## config.mk

```make
export PLATFORM = sky130hd
export DESIGN_NAME = image_loader
export DESIGN_NICKNAME = d
export VERILOG_FILES = /design/src/design/memory_map_pkg.sv /design/src/design/loader_pkg.sv /design/src/design/download_decoder.sv /design/src/design/rom_mapper.sv /design/src/design/prg_loader.sv /design/src/design/pointer_injector.sv /design/src/design/tap_loader.sv /design/src/design/mem_write_mux.sv /design/src/design/image_loader.sv
export SDC_FILE = /design/constraint.sdc
export NUM_CORES = 1
export LEC_CHECK = 0
export BUFFER_PORTS_ARGS = -buffer_cell sky130_fd_sc_hd__buf_2
export CORE_UTILIZATION = 56
export CTS_CLUSTER_DIAMETER = 200
export DETAILED_ROUTE_END_ITERATION = 8
export PLACE_DENSITY = 0.77
export SETUP_SLACK_MARGIN = 0.1
export SKIP_LAST_GASP = 1
export SLEW_MARGIN = 20
export SYNTH_ARGS = -nofsm -noshare
export SYNTH_HDL_FRONTEND = slang
export SYNTH_SLANG_ARGS = --single-unit
```

## constraint.sdc

```tcl
create_clock -name clk_sys -period 4.19 [get_ports clk_sys]
set_input_delay 0.419 -clock clk_sys [delete_from_list [all_inputs] [get_ports clk_sys]]
set_output_delay 0.419 -clock clk_sys [all_outputs]
set_load 0.05 [all_outputs]
```

## src/design/memory_map_pkg.sv

```systemverilog
package memory_map_pkg;

    typedef logic [7:0]  byte_t;
    typedef logic [15:0] cpu_addr_t;
    typedef logic [22:0] mem_addr_t;

    // One write into system memory
    typedef struct packed {
        logic      strobe;
        mem_addr_t addr;
        byte_t     data;
        logic      internal;
    } mem_wr_t;

    // Inclusive processor address range
    typedef struct packed {
        cpu_addr_t lo;
        cpu_addr_t hi;
    } addr_range_t;

    // ========================================
    // Region bases in system memory
    // ========================================
    localparam mem_addr_t TAP_MEM_START    = 23'h20000;
    localparam mem_addr_t DRIVE_ROM_BASE   = 23'h00000;
    localparam mem_addr_t KERNAL_PAL_BASE  = 23'h0E000;
    localparam mem_addr_t KERNAL_NTSC_BASE = 23'h1E000;
    localparam mem_addr_t BASIC_ROM_BASE   = 23'h0C000;
    localparam mem_addr_t CHAR_ROM_BASE    = 23'h08000;

    // ========================================
    // Processor side addresses
    // ========================================
    localparam cpu_addr_t PRG_CART_ADDR  = 16'hA000;
    localparam cpu_addr_t PRG_LOAD_LIMIT = 16'hBFFF;

    // BASIC start and end pointers, low byte first
    localparam cpu_addr_t [0:7] BASIC_PTR_ADDRS = {
        16'h002D, 16'h002E, 16'h002F, 16'h0030,
        16'h0031, 16'h0032, 16'h00AE, 16'h00AF
    };

    // Processor ranges backed by on-chip RAM
    localparam addr_range_t [0:2] PRG_INTERNAL_RANGES = {
        {16'h0000, 16'h03FF},
        {16'h1000, 16'h1FFF},
        {16'h9400, 16'h97FF}
    };

endpackage

```

## src/design/loader_pkg.sv

```systemverilog
package loader_pkg;

    typedef logic [24:0] dl_addr_t;
    typedef logic [4:0]  inject_step_t;

    // Host download bus, one strobe per byte
    typedef struct packed {
        logic                  active;
        logic                  strobe;
        logic [7:0]            index;
        dl_addr_t              addr;
        memory_map_pkg::byte_t data;
    } dl_bus_t;

    typedef enum logic [1:0] {
        DL_NONE,
        DL_ROM,
        DL_PRG,
        DL_TAP
    } dl_kind_t;

    // ========================================
    // File index codes from the host
    // ========================================
    localparam logic [7:0] IDX_ROM   = 8'h00;
    localparam logic [7:0] IDX_PRG_A = 8'h01;
    localparam logic [7:0] IDX_PRG_B = 8'h41;
    localparam logic [7:0] IDX_TAP   = 8'h81;

    // Version byte in the tape file header
    localparam dl_addr_t TAP_VERSION_OFFSET = 25'h0000C;

    localparam inject_step_t INJECT_LAST_STEP = 5'd31;

endpackage

```

## src/design/download_decoder.sv

```systemverilog
`timescale 1ns/1ps

module download_decoder (
    input  logic                 clk_sys,
    input  logic                 reset,
    input  loader_pkg::dl_bus_t  dl_i,
    output loader_pkg::dl_kind_t kind_o,
    output logic                 prg_done_o
);
    import loader_pkg::*;

    logic prg_active_q;

    // Megacart and unknown indices fall through to DL_NONE
    always_comb begin
        kind_o = DL_NONE;
        if (dl_i.active) begin
            case (dl_i.index)
                IDX_ROM:              kind_o = DL_ROM;
                IDX_PRG_A, IDX_PRG_B: kind_o = DL_PRG;
                IDX_TAP:              kind_o = DL_TAP;
                default:              kind_o = DL_NONE;
            endcase
        end
    end

    always_ff @(posedge clk_sys) begin
        if (reset) begin
            prg_active_q <= 1'b0;
        end else begin
            prg_active_q <= (kind_o == DL_PRG);
        end
    end

    // Falling edge of the PRG download
    assign prg_done_o = prg_active_q && (kind_o != DL_PRG);

endmodule

```

## src/design/rom_mapper.sv

```systemverilog
`timescale 1ns/1ps

module rom_mapper (
    input  logic                    clk_sys,
    input  logic                    reset,
    input  loader_pkg::dl_bus_t     dl_i,
    input  loader_pkg::dl_kind_t    kind_i,
    output memory_map_pkg::mem_wr_t req_o
);
    import memory_map_pkg::*;
    import loader_pkg::*;

    mem_addr_t rom_addr;
    logic      rom_hit;
    logic      rom_internal;

    // Region select from offset bits 15..13
    always_comb begin
        rom_addr     = '0;
        rom_hit      = (dl_i.addr[24:16] == '0);
        rom_internal = 1'b0;
        case (dl_i.addr[15:13])
            3'b000, 3'b001: rom_addr = DRIVE_ROM_BASE + mem_addr_t'(dl_i.addr[13:0]);
            3'b010:         rom_addr = KERNAL_PAL_BASE + mem_addr_t'(dl_i.addr[12:0]);
            3'b011:         rom_addr = KERNAL_NTSC_BASE + mem_addr_t'(dl_i.addr[12:0]);
            3'b100:         rom_addr = BASIC_ROM_BASE + mem_addr_t'(dl_i.addr[12:0]);
            3'b101: begin
                // Character set lives on chip
                rom_addr     = CHAR_ROM_BASE + mem_addr_t'(dl_i.addr[11:0]);
                rom_internal = 1'b1;
            end
            default:        rom_hit = 1'b0;
        endcase
    end

    always_ff @(posedge clk_sys) begin
        if (reset) begin
            req_o.strobe <= 1'b0;
        end else begin
            req_o.strobe <= dl_i.strobe && (kind_i == DL_ROM) && rom_hit;
        end
        req_o.addr     <= rom_addr;
        req_o.data     <= dl_i.data;
        req_o.internal <= rom_internal;
    end

endmodule

```

## src/design/prg_loader.sv

```systemverilog
`timescale 1ns/1ps

module prg_loader (
    input  logic                      clk_sys,
    input  logic                      reset,
    input  loader_pkg::dl_bus_t       dl_i,
    input  loader_pkg::dl_kind_t      kind_i,
    input  logic                      prg_no_header_i,
    output memory_map_pkg::mem_wr_t   req_o,
    output memory_map_pkg::cpu_addr_t end_addr_o,
    output logic                      auto_reset_o
);
    import memory_map_pkg::*;
    import loader_pkg::*;

    cpu_addr_t load_addr;
    cpu_addr_t wr_addr;
    logic      prg_byte;
    logic      first_byte;
    logic      header_byte;
    logic      wr_en;

    assign prg_byte   = dl_i.strobe && (kind_i == DL_PRG);
    assign first_byte = (dl_i.addr == '0);

    // Offsets 0 and 1 carry the load address when a header is present
    assign header_byte = !prg_no_header_i && (dl_i.addr < dl_addr_t'(2));
    assign wr_en       = prg_byte && !header_byte;

    // Headerless files start at the cartridge slot
    assign wr_addr = (prg_no_header_i && first_byte) ? PRG_CART_ADDR : load_addr;

    always_ff @(posedge clk_sys) begin
        if (reset) begin
            req_o.strobe <= 1'b0;
            auto_reset_o <= 1'b0;
            end_addr_o   <= '0;
        end else begin
            req_o.strobe <= wr_en;
            // A new file drops the flag of the previous load
            if (prg_byte && first_byte) begin
                auto_reset_o <= 1'b0;
            end
            if (wr_en && (wr_addr == PRG_CART_ADDR)) begin
                auto_reset_o <= 1'b1;
            end
            if (wr_en) begin
                end_addr_o <= wr_addr;
            end
        end

        if (prg_byte && header_byte) begin
            if (dl_i.addr[0]) begin
                load_addr[15:8] <= dl_i.data;
            end else begin
                load_addr[7:0] <= dl_i.data;
            end
        end else if (wr_en) begin
            // Hold at the limit so ROM above is never touched
            load_addr <= (wr_addr < PRG_LOAD_LIMIT) ? wr_addr + 16'd1 : wr_addr;
        end

        req_o.addr     <= mem_addr_t'(wr_addr);
        req_o.data     <= dl_i.data;
        req_o.internal <= 1'b0;
    end

endmodule

```

## src/design/pointer_injector.sv

```systemverilog
`timescale 1ns/1ps

module pointer_injector (
    input  logic                      clk_sys,
    input  logic                      reset,
    input  logic                      prg_done_i,
    input  memory_map_pkg::cpu_addr_t end_addr_i,
    input  logic                      auto_reset_i,
    output memory_map_pkg::mem_wr_t   req_o,
    output logic                      busy_o,
    output logic                      reset_req_o
);
    import memory_map_pkg::*;
    import loader_pkg::*;

    inject_step_t step;
    logic [2:0]   ptr_sel;

    // Steps 1,3,..,15 map to pointer slots 0..7
    assign ptr_sel = step[3:1];
    assign busy_o  = (step != '0);

    always_ff @(posedge clk_sys) begin
        if (reset) begin
            step         <= '0;
            req_o.strobe <= 1'b0;
            reset_req_o  <= 1'b0;
        end else begin
            if (prg_done_i) begin
                step <= inject_step_t'(1);
            end else if (step == INJECT_LAST_STEP) begin
                step <= '0;
            end else if (busy_o) begin
                step <= step + 5'd1;
            end
            req_o.strobe <= busy_o && step[0] && !step[4];
            reset_req_o  <= (step == INJECT_LAST_STEP) && auto_reset_i;
        end

        req_o.addr     <= mem_addr_t'(BASIC_PTR_ADDRS[ptr_sel]);
        // Low byte on slots 0,2,4,6 and high byte on the others
        req_o.data     <= step[1] ? end_addr_i[15:8] : end_addr_i[7:0];
        req_o.internal <= 1'b1;
    end

endmodule

```

## src/design/tap_loader.sv

```systemverilog
`timescale 1ns/1ps

module tap_loader (
    input  logic                      clk_sys,
    input  logic                      reset,
    input  loader_pkg::dl_bus_t       dl_i,
    input  loader_pkg::dl_kind_t      kind_i,
    output memory_map_pkg::mem_wr_t   req_o,
    output logic                      tap_version_o,
    output memory_map_pkg::mem_addr_t tap_end_o
);
    import memory_map_pkg::*;
    import loader_pkg::*;

    mem_addr_t tap_addr;
    logic      tap_wr;

    assign tap_wr   = dl_i.strobe && (kind_i == DL_TAP);
    assign tap_addr = TAP_MEM_START + mem_addr_t'(dl_i.addr);

    always_ff @(posedge clk_sys) begin
        if (reset) begin
            req_o.strobe  <= 1'b0;
            tap_version_o <= 1'b0;
            tap_end_o     <= TAP_MEM_START;
        end else begin
            req_o.strobe <= tap_wr;
            if (tap_wr) begin
                tap_end_o <= tap_addr;
            end
            if (tap_wr && (dl_i.addr == TAP_VERSION_OFFSET)) begin
                tap_version_o <= dl_i.data[0];
            end
        end
        req_o.addr     <= tap_addr;
        req_o.data     <= dl_i.data;
        req_o.internal <= 1'b0;
    end

endmodule

```

## src/design/mem_write_mux.sv

```systemverilog
`timescale 1ns/1ps

module mem_write_mux (
    input  loader_pkg::dl_kind_t    kind_i,
    input  logic                    inject_busy_i,
    input  memory_map_pkg::mem_wr_t rom_req_i,
    input  memory_map_pkg::mem_wr_t prg_req_i,
    input  memory_map_pkg::mem_wr_t tap_req_i,
    input  memory_map_pkg::mem_wr_t inj_req_i,
    output memory_map_pkg::mem_wr_t mem_wr_o
);
    import memory_map_pkg::*;
    import loader_pkg::*;

    mem_wr_t prg_req;
    logic    prg_in_range;

    // PRG bytes landing in on-chip RAM
    always_comb begin
        prg_in_range = 1'b0;
        for (int i = 0; i < $size(PRG_INTERNAL_RANGES); i++) begin
            if (prg_req_i.addr[15:0] >= PRG_INTERNAL_RANGES[i].lo &&
                prg_req_i.addr[15:0] <= PRG_INTERNAL_RANGES[i].hi) begin
                prg_in_range = 1'b1;
            end
        end
        prg_req          = prg_req_i;
        prg_req.internal = prg_in_range;
    end

    always_comb begin
        if (inject_busy_i) begin
            mem_wr_o = inj_req_i;
        end else begin
            case (kind_i)
                DL_ROM: mem_wr_o = rom_req_i;
                DL_PRG: mem_wr_o = prg_req;
                DL_TAP: mem_wr_o = tap_req_i;
                default: begin
                    // Last byte of a file still in flight after active drops
                    if (rom_req_i.strobe) begin
                        mem_wr_o = rom_req_i;
                    end else if (prg_req.strobe) begin
                        mem_wr_o = prg_req;
                    end else if (tap_req_i.strobe) begin
                        mem_wr_o = tap_req_i;
                    end else begin
                        mem_wr_o = '0;
                    end
                end
            endcase
        end
    end

endmodule

```

## src/design/image_loader.sv

```systemverilog
`timescale 1ns/1ps

module image_loader (
    input  logic                      clk_sys,
    input  logic                      reset,
    input  loader_pkg::dl_bus_t       dl_i,
    input  logic                      prg_no_header_i,
    output memory_map_pkg::mem_wr_t   mem_wr_o,
    output logic                      tap_version_o,
    output memory_map_pkg::mem_addr_t tap_end_o,
    output logic                      reset_req_o
);
    import memory_map_pkg::*;
    import loader_pkg::*;

    dl_kind_t  kind;
    logic      prg_done;
    cpu_addr_t prg_end_addr;
    logic      auto_reset;
    logic      inject_busy;
    mem_wr_t   rom_req;
    mem_wr_t   prg_req;
    mem_wr_t   tap_req;
    mem_wr_t   inj_req;

    // ========================================
    // Download classification
    // ========================================
    download_decoder i_download_decoder (
        .clk_sys    (clk_sys),
        .reset      (reset),
        .dl_i       (dl_i),
        .kind_o     (kind),
        .prg_done_o (prg_done)
    );

    // ========================================
    // Write sources
    // ========================================
    rom_mapper i_rom_mapper (
        .clk_sys (clk_sys),
        .reset   (reset),
        .dl_i    (dl_i),
        .kind_i  (kind),
        .req_o   (rom_req)
    );

    prg_loader i_prg_loader (
        .clk_sys         (clk_sys),
        .reset           (reset),
        .dl_i            (dl_i),
        .kind_i          (kind),
        .prg_no_header_i (prg_no_header_i),
        .req_o           (prg_req),
        .end_addr_o      (prg_end_addr),
        .auto_reset_o    (auto_reset)
    );

    pointer_injector i_pointer_injector (
        .clk_sys      (clk_sys),
        .reset        (reset),
        .prg_done_i   (prg_done),
        .end_addr_i   (prg_end_addr),
        .auto_reset_i (auto_reset),
        .req_o        (inj_req),
        .busy_o       (inject_busy),
        .reset_req_o  (reset_req_o)
    );

    tap_loader i_tap_loader (
        .clk_sys       (clk_sys),
        .reset         (reset),
        .dl_i          (dl_i),
        .kind_i        (kind),
        .req_o         (tap_req),
        .tap_version_o (tap_version_o),
        .tap_end_o     (tap_end_o)
    );

    // ========================================
    // Output selection
    // ========================================
    mem_write_mux i_mem_write_mux (
        .kind_i        (kind),
        .inject_busy_i (inject_busy),
        .rom_req_i     (rom_req),
        .prg_req_i     (prg_req),
        .tap_req_i     (tap_req),
        .inj_req_i     (inj_req),
        .mem_wr_o      (mem_wr_o)
    );

endmodule

```

==> results of run 1 <==
==> logic make-up after synthesis <==
kind of cell,synth area share
DFF,0.484
and+or+nand+nor,0.225
xor gates and xnor gates,0.0261
muxes,0.0363
adders and majority gates,0.0196
buffers and inverters,0.0420
AOI/OAI and AO/OA,0.167
==> worst max-delay path: stages, from the launching register on <==
cell     delay (ps)
dfxtp_1         490
inv_1           190
ha_1            170
or4b_2          850
nor3_1          700
and2_1          220
buf_2           260
==> per-layer routing <==
layer	share of wire	wire length, um	vias up
met5	0	0	-
met4	0.019	331	0
met3	0.078	1370	29
met2	0.47	8260	259
met1	0.43	7580	2693
li1	-	-	2683
==> cell type report <==
cell class | instances | area share
Sequential cell | 146 | 0.410
Multi-Input combinational cell | 490 | 0.402
Timing Repair Buffer | 113 | 0.0786
Clock buffer | 18 | 0.0584
Tap cell | 140 | 0.0233
Clock inverter | 14 | 0.0188
Inverter | 18 | 0.00899
==> path summary, 6_finish.rpt <==
path,startpoint,end,slack (ps),cells after the start
worst max-delay path,i_pointer_injector.step[1],mem_wr_o[29],470,6
worst min-delay path,dl_i[6],i_tap_loader.req_o[7],120,1
worst max register to register,i_prg_loader.load_addr[0],i_prg_loader.load_addr[2],1290,8
worst min register to register,i_prg_loader.end_addr_o[8],i_prg_loader.end_addr_o[8],450,2
==> cell usage in the layout (no fill, tap or decap), drive strengths merged, types with 6 or more instances in the layout <==
master / instances
a21oi: 48
a221oi: 6
a222oi: 9
a22o: 15
a22oi: 14
and2: 32
and3: 8
buf: 113
clkbuf: 18
dfxtp: 130
edfxtp: 16
ha: 10
inv: 27
mux2: 17
nand2: 95
nand3: 24
nand4: 11
nor2: 44
nor2b: 6
nor3: 22
nor3b: 10
nor4: 11
o21ai: 31
xnor2: 14
==> power by group <==
group	internal [uW]	switching [uW]	total [uW]
combinational	118	292	410
sequential	1450	25.1	1470
clock	851	634	1480
total	2420	951	3370
==> state kept, by name, summed over array words and instances, names as in the netlist <==
| name | count |
|---|---|
| i_tap_loader.req_o | 32 |
| i_prg_loader.req_o | 17 |
| i_prg_loader.auto_reset_o | 1 |
| i_tap_loader.tap_version_o | 1 |
| i_prg_loader.load_addr | 16 |
| i_prg_loader.end_addr_o | 16 |
| i_pointer_injector.step | 5 |
| i_tap_loader.tap_end_o | 23 |
| i_pointer_injector.reset_req_o | 1 |
| i_download_decoder.prg_active_q | 1 |
| i_pointer_injector.req_o | 14 |
| i_rom_mapper.req_o | 19 |
==> through the flow <==
stage	power [uW]	cell area (um^2)	std cells	utilization	hold WS (ps)
6_report	3370	7510	939	0.684	120
5_1_grt	3470	7510	939	0.684	110
4_1_cts	3380	7510	939	0.684	107
3_5_place_dp	1910	6930	907	0.631	445
3_3_place_gp	1900	6930	907	0.631	437
2_1_floorplan	1790	6370	702	-	410
==> impl_metrics.tcl, run 1 <==
set metrics [dict create \
    cts_num_sinks 146 \
    maxCapViolCount 0 \
    peakVddDrop_v 0.000344 \
    synthTopCellsByArea "dfxtp_1 (41%), edfxtp_1 (7.5%), nand2_1 (5.6%), a21oi_1 (3.7%), and2_1 (3.1%)" \
    grt_max_degree 51 \
    wl_um 17500 \
    cts_made_buffers 17 \
    drt_first_pass_iters 5 \
    synth_ff_type "dfxtp_1" \
    syn2layout_area_growth_pct 18.0 \
    yosysUniqueCellTypes 67 \
    hp-class "in2reg" \
    p_per_area_nw_per_um2 448 \
    use_met3 0.0801 \
    antenna_found_initial 0 \
    setup_slack_ps 468 \
    viasPerCell 6.03 \
    synthTopCellsByCount "dfxtp_1 (130), nand2_1 (95), a21oi_1 (47)" \
    tightest_slew_ps 1090 \
    die_h_um 109 \
    timing.fmax_mhz 269 \
    maxSlewHeadroom 0.270 \
    grt_pass1_wl_um 27500 \
    grt_usage 0.312 \
    post_cts_buffers 0 \
    dr_total_vias 5664 \
    synth_warnings 0 \
    grt.met1_usage 0.410 \
    dieArea_um2 11800 \
    worst_setup_path_start_kind "register" \
    hpwl_um 12500 \
    port_buffers 103 \
    drive_above_1_share 0.217 \
    p_leak_uw 0.00301 \
    syn_area_um2 6370 \
    cp_max_fo 18 \
    fillers 878 \
    yosysTopAreaCell "dfxtp_1" \
    path_class "reg2out" \
    final.period_utilization 0.888 \
    clock_tree.buffer_depth 2 \
    status "completed" \
    gpl.final_weighted_congestion 0.917 \
    layout.nets 842 \
    skew_ps 8.01 \
    row_count 38 \
    cts_hold_buffers 0 \
    ioPinCount 104 \
    synth_fp_nets 758 \
    pre_cts_ws_ps 480 \
    finalSetupTns_ps 0 \
    root_buffer "clkbuf_16" \
    grt_pass1_vias 5366 \
    synth.avg_cell_area_um2 9.07 \
    ant_nets 0 \
    setup.worst_path.end_class "output port" \
    synth-seq-area-share 0.484 \
    grt_use_met2 0.499 \
    die_width_um 109 \
    routedWlPerCell_um 18.7 \
    cp_data_arrival_time_ps 3300 \
    core-area_um2 11000 \
    synth_edf_count 16 \
    register_area_um2 3080 \
    start_util 0.580 \
    ctsResizeCount 0 \
    slew_viol_final 0 \
    grt-ovfl-total 0 \
    multiInputGateArea_um2 3020 \
    cts.clk_slew.worst_paths_ps 60 \
    synth_cells 702 \
    rsz0062_at_grt "false" \
    min_period_ps 3720 \
    synth_most_common_cell "dfxtp_1" \
    synth_top_area_frac 0.409 \
    synth_seq_cells 146 \
    cp.required_ps 3770 \
    clk_latency_ps 420 \
    drc_errors 0 \
    finalSetupViolations 0 \
    hold_violations 0 \
    antenna_cells 0 \
    htree_num_levels 4 \
    async_flop_share 0 \
    drtIter0Drc 594 \
    grt.busiest_layer "met2" \
    tritoncts "done" \
]
(Power assumes the default switching activity.)
==> run 2, diff against run 1 <==
--- a/config.mk
+++ b/config.mk
@@ -7,8 +7,8 @@
 export LEC_CHECK = 0
 export BUFFER_PORTS_ARGS = -buffer_cell sky130_fd_sc_hd__buf_2
-export CORE_UTILIZATION = 56
+export CORE_UTILIZATION = 59
 export CTS_CLUSTER_DIAMETER = 200
 export DETAILED_ROUTE_END_ITERATION = 8
-export PLACE_DENSITY = 0.77
+export PLACE_DENSITY = 0.79
 export SETUP_SLACK_MARGIN = 0.1
 export SKIP_LAST_GASP = 1
@@ -16,3 +16,4 @@
 export SYNTH_ARGS = -nofsm -noshare
 export SYNTH_HDL_FRONTEND = slang
+export SYNTH_HIERARCHICAL = 1
 export SYNTH_SLANG_ARGS = --single-unit
==> constraint.sdc (replaced) <==
create_clock -name clk_sys -period 4.19 [get_ports clk_sys]
set_input_delay 1.0475 -clock clk_sys [delete_from_list [all_inputs] [get_ports clk_sys]]
set_output_delay 1.0475 -clock clk_sys [all_outputs]
set_load 0.02 [all_outputs]
==> run 2 against run 1 <==
  * The run now ends with setup timing left
  * Setup slack lost 470 ps
  * Global-route usage up 1.7 points
  * Critical path depth rose by 6
  * Non-clock buffer count rose by 49
  * Fmax decreased by 11%
  * Worst hold slack improved by 340 ps
  * Cell count grew 24%
  * Register-to-register slack better by 530 ps
  * Largest power group unchanged
  * Highest routed layer unchanged
  * Clock skew is 4.7 ps lower
  * Sequential power increased by 12%
  * Via count is 29% higher
==> impl_metrics.tcl, run 2 <==
set metrics [dict create \
    path_class "in2out" \
    maxSlewHeadroom 0.300 \
    viasPerCell 6.29 \
    synth_cells 861 \
    grt_max_degree 53 \
    routedWlPerCell_um 20.8 \
    row_count 42 \
    htree_num_levels 4 \
    p_leak_uw 0.00395 \
    maxCapViolCount 0 \
    grt-ovfl-total 0 \
    drtIter0Drc 680 \
    r2r_start "i_prg_loader/load_addr[0]" \
    endpoint "mem_wr_o[4]" \
    synth.avg_cell_area_um2 9.34 \
    fin_area_um2 9980 \
    grt_pass1_wl_um 35700 \
    syn_area_um2 8040 \
    largest_register_ffs 32 \
    cts.clk_slew.worst_paths_ps 60 \
    violations "setup timing" \
    tritoncts "done" \
    hold_path_depth 2 \
    synth_warnings 6 \
    p_per_area_nw_per_um2 416 \
    dieArea_um2 14100 \
    fillers 873 \
    skew_ps 3.33 \
    wl_um 24200 \
    slew_viol_final 0 \
    hold_violations 0 \
    drc_errors 0 \
    peakVddDrop_v 0.000329 \
    worst_setup_path_start_kind "primary input" \
    final_common_cell "dfxtp_1" \
    multiInputGateArea_um2 4430 \
    r2r_cells 8 \
    layout.nets 1026 \
    grt_usage 0.329 \
    min_period_ps 4190 \
    finalSetupViolations 1 \
    cp_data_arrival_time_ps 3150 \
    clk_latency_ps 430 \
    regMostFlops "i_tap_loader/req_o" \
    setup.worst_path.end_class "output port" \
    core-area_um2 13200 \
    hpwl_um 14900 \
    timing.rr.end "i_prg_loader/load_addr[13]" \
    cts_made_buffers 17 \
    grt_pass1_vias 6645 \
    min-delay-start "i_tap_loader/tap_end_o[14]" \
    hp-class "reg2reg" \
    tightest_slew_ps 1050 \
    crit_start "dl_i[34]" \
    root_buffer "clkbuf_16" \
    die_h_um 119 \
    timing.fmax_mhz 238 \
    antenna_found_initial 1 \
    final_cell_mix "dfxtp_1 (146), nand2_1 (90), buf_2 (82)" \
    port_buffers 103 \
    cts_num_sinks 162 \
    cp_max_fo 7 \
    rsz0062_at_grt "true" \
    status "finished, violations left" \
    setup_slack_ps -3.06 \
    register_area_um2 3400 \
    ant_nets 0 \
    start_util 0.607 \
    clock_tree.buffer_depth 2 \
    drt_first_pass_iters 5 \
    drive_above_1_share 0.324 \
    post_dp_cell_area_um2 8780 \
    dr_total_vias 7304 \
    cts_hold_buffers 0 \
    ioPinCount 104 \
    reg2reg_slack_ps 1820 \
    die_width_um 119 \
    syn2layout_area_growth_pct 24.1 \
    cp.required_ps 3140 \
    gpl.final_weighted_congestion 0.877 \
    whs_ps 459 \
    reg_top3 "i_tap_loader/req_o (32), i_rom_mapper/req_o (27), i_prg_loader/req_o (25)" \
    final.period_utilization 1.00 \
]
-- run 2: report_power, final --
group	internal (uW)	switching, uW
sequential	1600	30.8
combinational	341	484
clock	1020	677
total	2960	1190
-- run 2: cell type report --
class / count / share of cell area
multi-input combinational: 608 / 0.444
sequential: 162 / 0.341
timing repair buffer: 162 / 0.120
clock buffer: 17 / 0.0426
tap: 176 / 0.0221
clock inverter: 15 / 0.0219
inverter: 20 / 0.00777
antenna: 1 / 0.000251
-- run 2: timing repair --
action,4_1_cts,5_1_grt
endpoints found under the setup margin,24,31
gates cloned,1,4
resized for setup,19,59
buffers inserted,6,11
pin swaps,2,6
hold endpoints to repair,0,0
-- run 2: per-stage QoR --
| step | setup TNS [ps] | setup WS, ps | total power [uW] | util | instances |
|---|---|---|---|---|---|
| floorplan | 0 | 149 | 2120 | - | 888 |
| global placement | 0 | 46.7 | 2350 | 0.663 | 1106 |
| detailed placement | 0 | 25.5 | 2350 | 0.663 | 1106 |
| CTS | 0 | 62.9 | 4050 | 0.723 | 1145 |
| global route | -309 | -69.0 | 4280 | 0.753 | 1160 |
| finish | -3.06 | -3.06 | 4150 | 0.753 | 1161 |
-- run 2: worst min-delay path by stage --
stage,end,slack [ps]
floorplan,i_prg_loader/auto_reset_o,440
global placement,i_tap_loader/tap_end_o[0],440
detailed placement,i_tap_loader/tap_end_o[14],450
CTS,i_tap_loader/tap_end_o[14],460
global route,i_tap_loader/tap_end_o[1],470
finish,i_tap_loader/tap_end_o[14],460
-- run 2: per-layer routing --
| layer | part of all wire | global-route usage | vias up |
|---|---|---|---|
| met3 | 0.087 | 0.0787 | 72 |
| met1 | 0.40 | 0.432 | 3505 |
| met4 | 0.029 | 0.138 | 0 |
| li1 | - | - | 3323 |
| met5 | 0 | 0 | - |
| met2 | 0.48 | 0.516 | 404 |
-- run 2: worst max-delay path: stages --
cell      delay (ps)
buf_6             90
or4b_4           550
a211oi_4         200
buf_4            150
buf_6            100
buf_16           130
nor2b_2          220
buf_4            190
a22oi_1           90
nor2_1           110
a221o_1          110
buf_2            150
==> run 3, diff against run 2 <==
Settings changed: CORE_MARGIN set to 2, CORE_UTILIZATION 59 to 60, PLACE_DENSITY 0.79 to 0.8.
Clock period 4.19 ns to 5.1 ns, I/O delays scaled along.
==> run 3 against run 2 <==
  * The flow now finishes without violations
  * Sequential share of layout area up 3.5 points
  * Die area increased by 1.7%
  * Critical path depth decreased by 3
  * Sequential power shrank 18%
  * Non-clock buffer count shrank 43
  * Count of clock-buffer cells in the layout stayed put
  * Sequential cell count is the same
==> impl_metrics.tcl, run 3 (synthesis gave the netlist of run 2 again) <==
set metrics [dict create \
    status "completed" \
    dieArea_um2 14300 \
    antenna_found_initial 0 \
    syn2layout_area_growth_pct 12.6 \
    root_buffer "clkbuf_16" \
    regMostFlops "i_tap_loader/req_o" \
    setup_slack_ps 241 \
    post_cts_buffers 0 \
    wl_um 21100 \
    r2r_start "i_prg_loader/load_addr[0]" \
    final_cell_mix "dfxtp_1 (146), buf_2 (103), nand2_1 (91)" \
    reg_top3 "i_tap_loader/req_o (32), i_rom_mapper/req_o (27), i_prg_loader/req_o (25)" \
    setup.worst_path.end_class "output port" \
    cts_hold_buffers 0 \
    multiInputGateArea_um2 4110 \
    p_seq_frac 0.427 \
    ctsResizeCount 0 \
    cp.depth 9 \
    maxCapViolCount 0 \
    path_cells "buf_2 > or4b_4 > a211oi_4 > buf_12 > inv_2 > a21oi_1 > o221ai_1 > mux2_2 > buf_2" \
    grt_pass1_vias 6208 \
    critPathMaxStageDelay_ps 570 \
    final.period_utilization 0.953 \
    hpwl_um 14100 \
    post_dp_cell_area_um2 8460 \
    start_util 0.610 \
    viasPerCell 6.09 \
    routedWlPerCell_um 19.0 \
    htree_num_levels 4 \
    drt_first_pass_iters 6 \
    cp_data_arrival_time_ps 3580 \
    r2r_cells 8 \
    tightest_slew_ps 1070 \
    hp-class "reg2reg" \
    cp_max_fo 62 \
    grt_use_met2 0.466 \
    cp.required_ps 3830 \
    p_per_area_nw_per_um2 347 \
    grt.busiest_layer "met2" \
    grt_pass1_wl_um 32600 \
    min_period_ps 4860 \
    pre_cts_ws_ps 298 \
    ant_nets 0 \
    maxSlewHeadroom 0.286 \
    fin_area_um2 9060 \
    finalSetupTns_ps 0 \
    antenna_cells 0 \
    hold_path_depth 2 \
    p_leak_uw 0.00360 \
    slew_viol_final 0 \
    grt.met1_usage 0.395 \
    path_delay_family "buffers and inverters" \
    register_area_um2 3400 \
    switchingPower_uw 876 \
    finalSetupViolations 0 \
    p_int_uw 2270 \
    clock_power_share 0.406 \
    slowest_stage "or4b_4" \
    drtIter0Drc 618 \
    grt_usage 0.293 \
    crit_start "dl_i[34]" \
    die_h_um 120 \
    cts_made_buffers 17 \
    swShare 0.279 \
    drive_above_1_share 0.236 \
    pwr-share-comb 0.167 \
    peakVddDrop_v 0.000211 \
    hold_violations 0 \
    core-area_um2 13200 \
    drc_errors 0 \
    cp_common_cell "buf_2" \
    grt-ovfl-total 0 \
    final_common_cell "dfxtp_1" \
    path_class "in2out" \
    clk_latency_ps 430 \
    skew_ps 5.80 \
    min-delay-start "i_tap_loader/tap_end_o[5]" \
    instances_no_fill 1116 \
    use_met3 0.0656 \
    die_width_um 120 \
    worst_setup_path_start_kind "primary input" \
    cts.clk_slew.worst_paths_ps 60 \
    port_buffers 103 \
    largest_register_ffs 32 \
    cts_num_sinks 162 \
    layout.nets 983 \
    dr_total_vias 6797 \
    fillers 1034 \
    tritoncts "done" \
    clock_tree.buffer_depth 2 \
    timing.fmax_mhz 206 \
    row_count 42 \
    gpl.final_weighted_congestion 0.910 \
    ioPinCount 104 \
    grt_max_degree 63 \
    dp_cells 1085 \
    rsz0062_at_grt "false" \
    critical_path_buf_inv_count 4 \
]
==> run 3: changes by cell type in the layout (fill, tap and decap cells not counted), moves of 14 or more <==
cell | previous run | this run
buf_4 | 62 | 14
buf_2 | 82 | 103
a31oi_1 | 2 | 20
a31oi_2 | 17 | 1
o22ai_1 | 4 | 20
o22ai_2 | 14 | 0
==> run 3: per-layer routing <==
layer	routed length, um	part of all wire
met3	1680	0.079
met2	9800	0.46
met5	0	0
met1	9230	0.44
met4	433	0.020
==> run 3: power groups by stage <==
| stage | Sequential [uW] | Combinational, uW | Clock (uW) |
|---|---|---|---|
| 2_1_floorplan | 1360 | 354 | 0 |
| 3_3_place_gp | 1370 | 509 | 0 |
| 3_5_place_dp | 1370 | 515 | 0 |
| 4_1_cts | 1340 | 516 | 1280 |
| 5_1_grt | 1350 | 553 | 1330 |
| 6_report | 1340 | 524 | 1270 |
==> run 3: path summary, 6_finish.rpt <==
path	end	slack, ps
worst max register to register	i_prg_loader/load_addr[13]	2810
worst min register to register	i_tap_loader/tap_end_o[5]	450
worst max-delay path	mem_wr_o[32]	240
worst min-delay path	i_tap_loader/tap_end_o[5]	450
==> run 3: through the flow <==
stage                     power, uW   util  hold slack, ps
after CTS                      3140  0.686             452
after global routing           3230  0.687             473
after floorplan                1720      -             444
after global placement         1880  0.642             440
final                          3140  0.687             450
after detailed placement       1880  0.642             443
==> run 3: layout make-up <==
type                            count  share of cell area
Inverter                           20             0.00829
Multi-Input combinational cell    608               0.454
Clock inverter                     14              0.0180
Clock buffer                       17              0.0470
Tap cell                          176              0.0243
Timing Repair Buffer              119              0.0729
Sequential cell                   162               0.376
==> run 3: tightest hold or removal path: stages, from the launching register on <==
cell and delay, ps:
dfxtp_1 300, nand2_1 50, a21oi_1 50
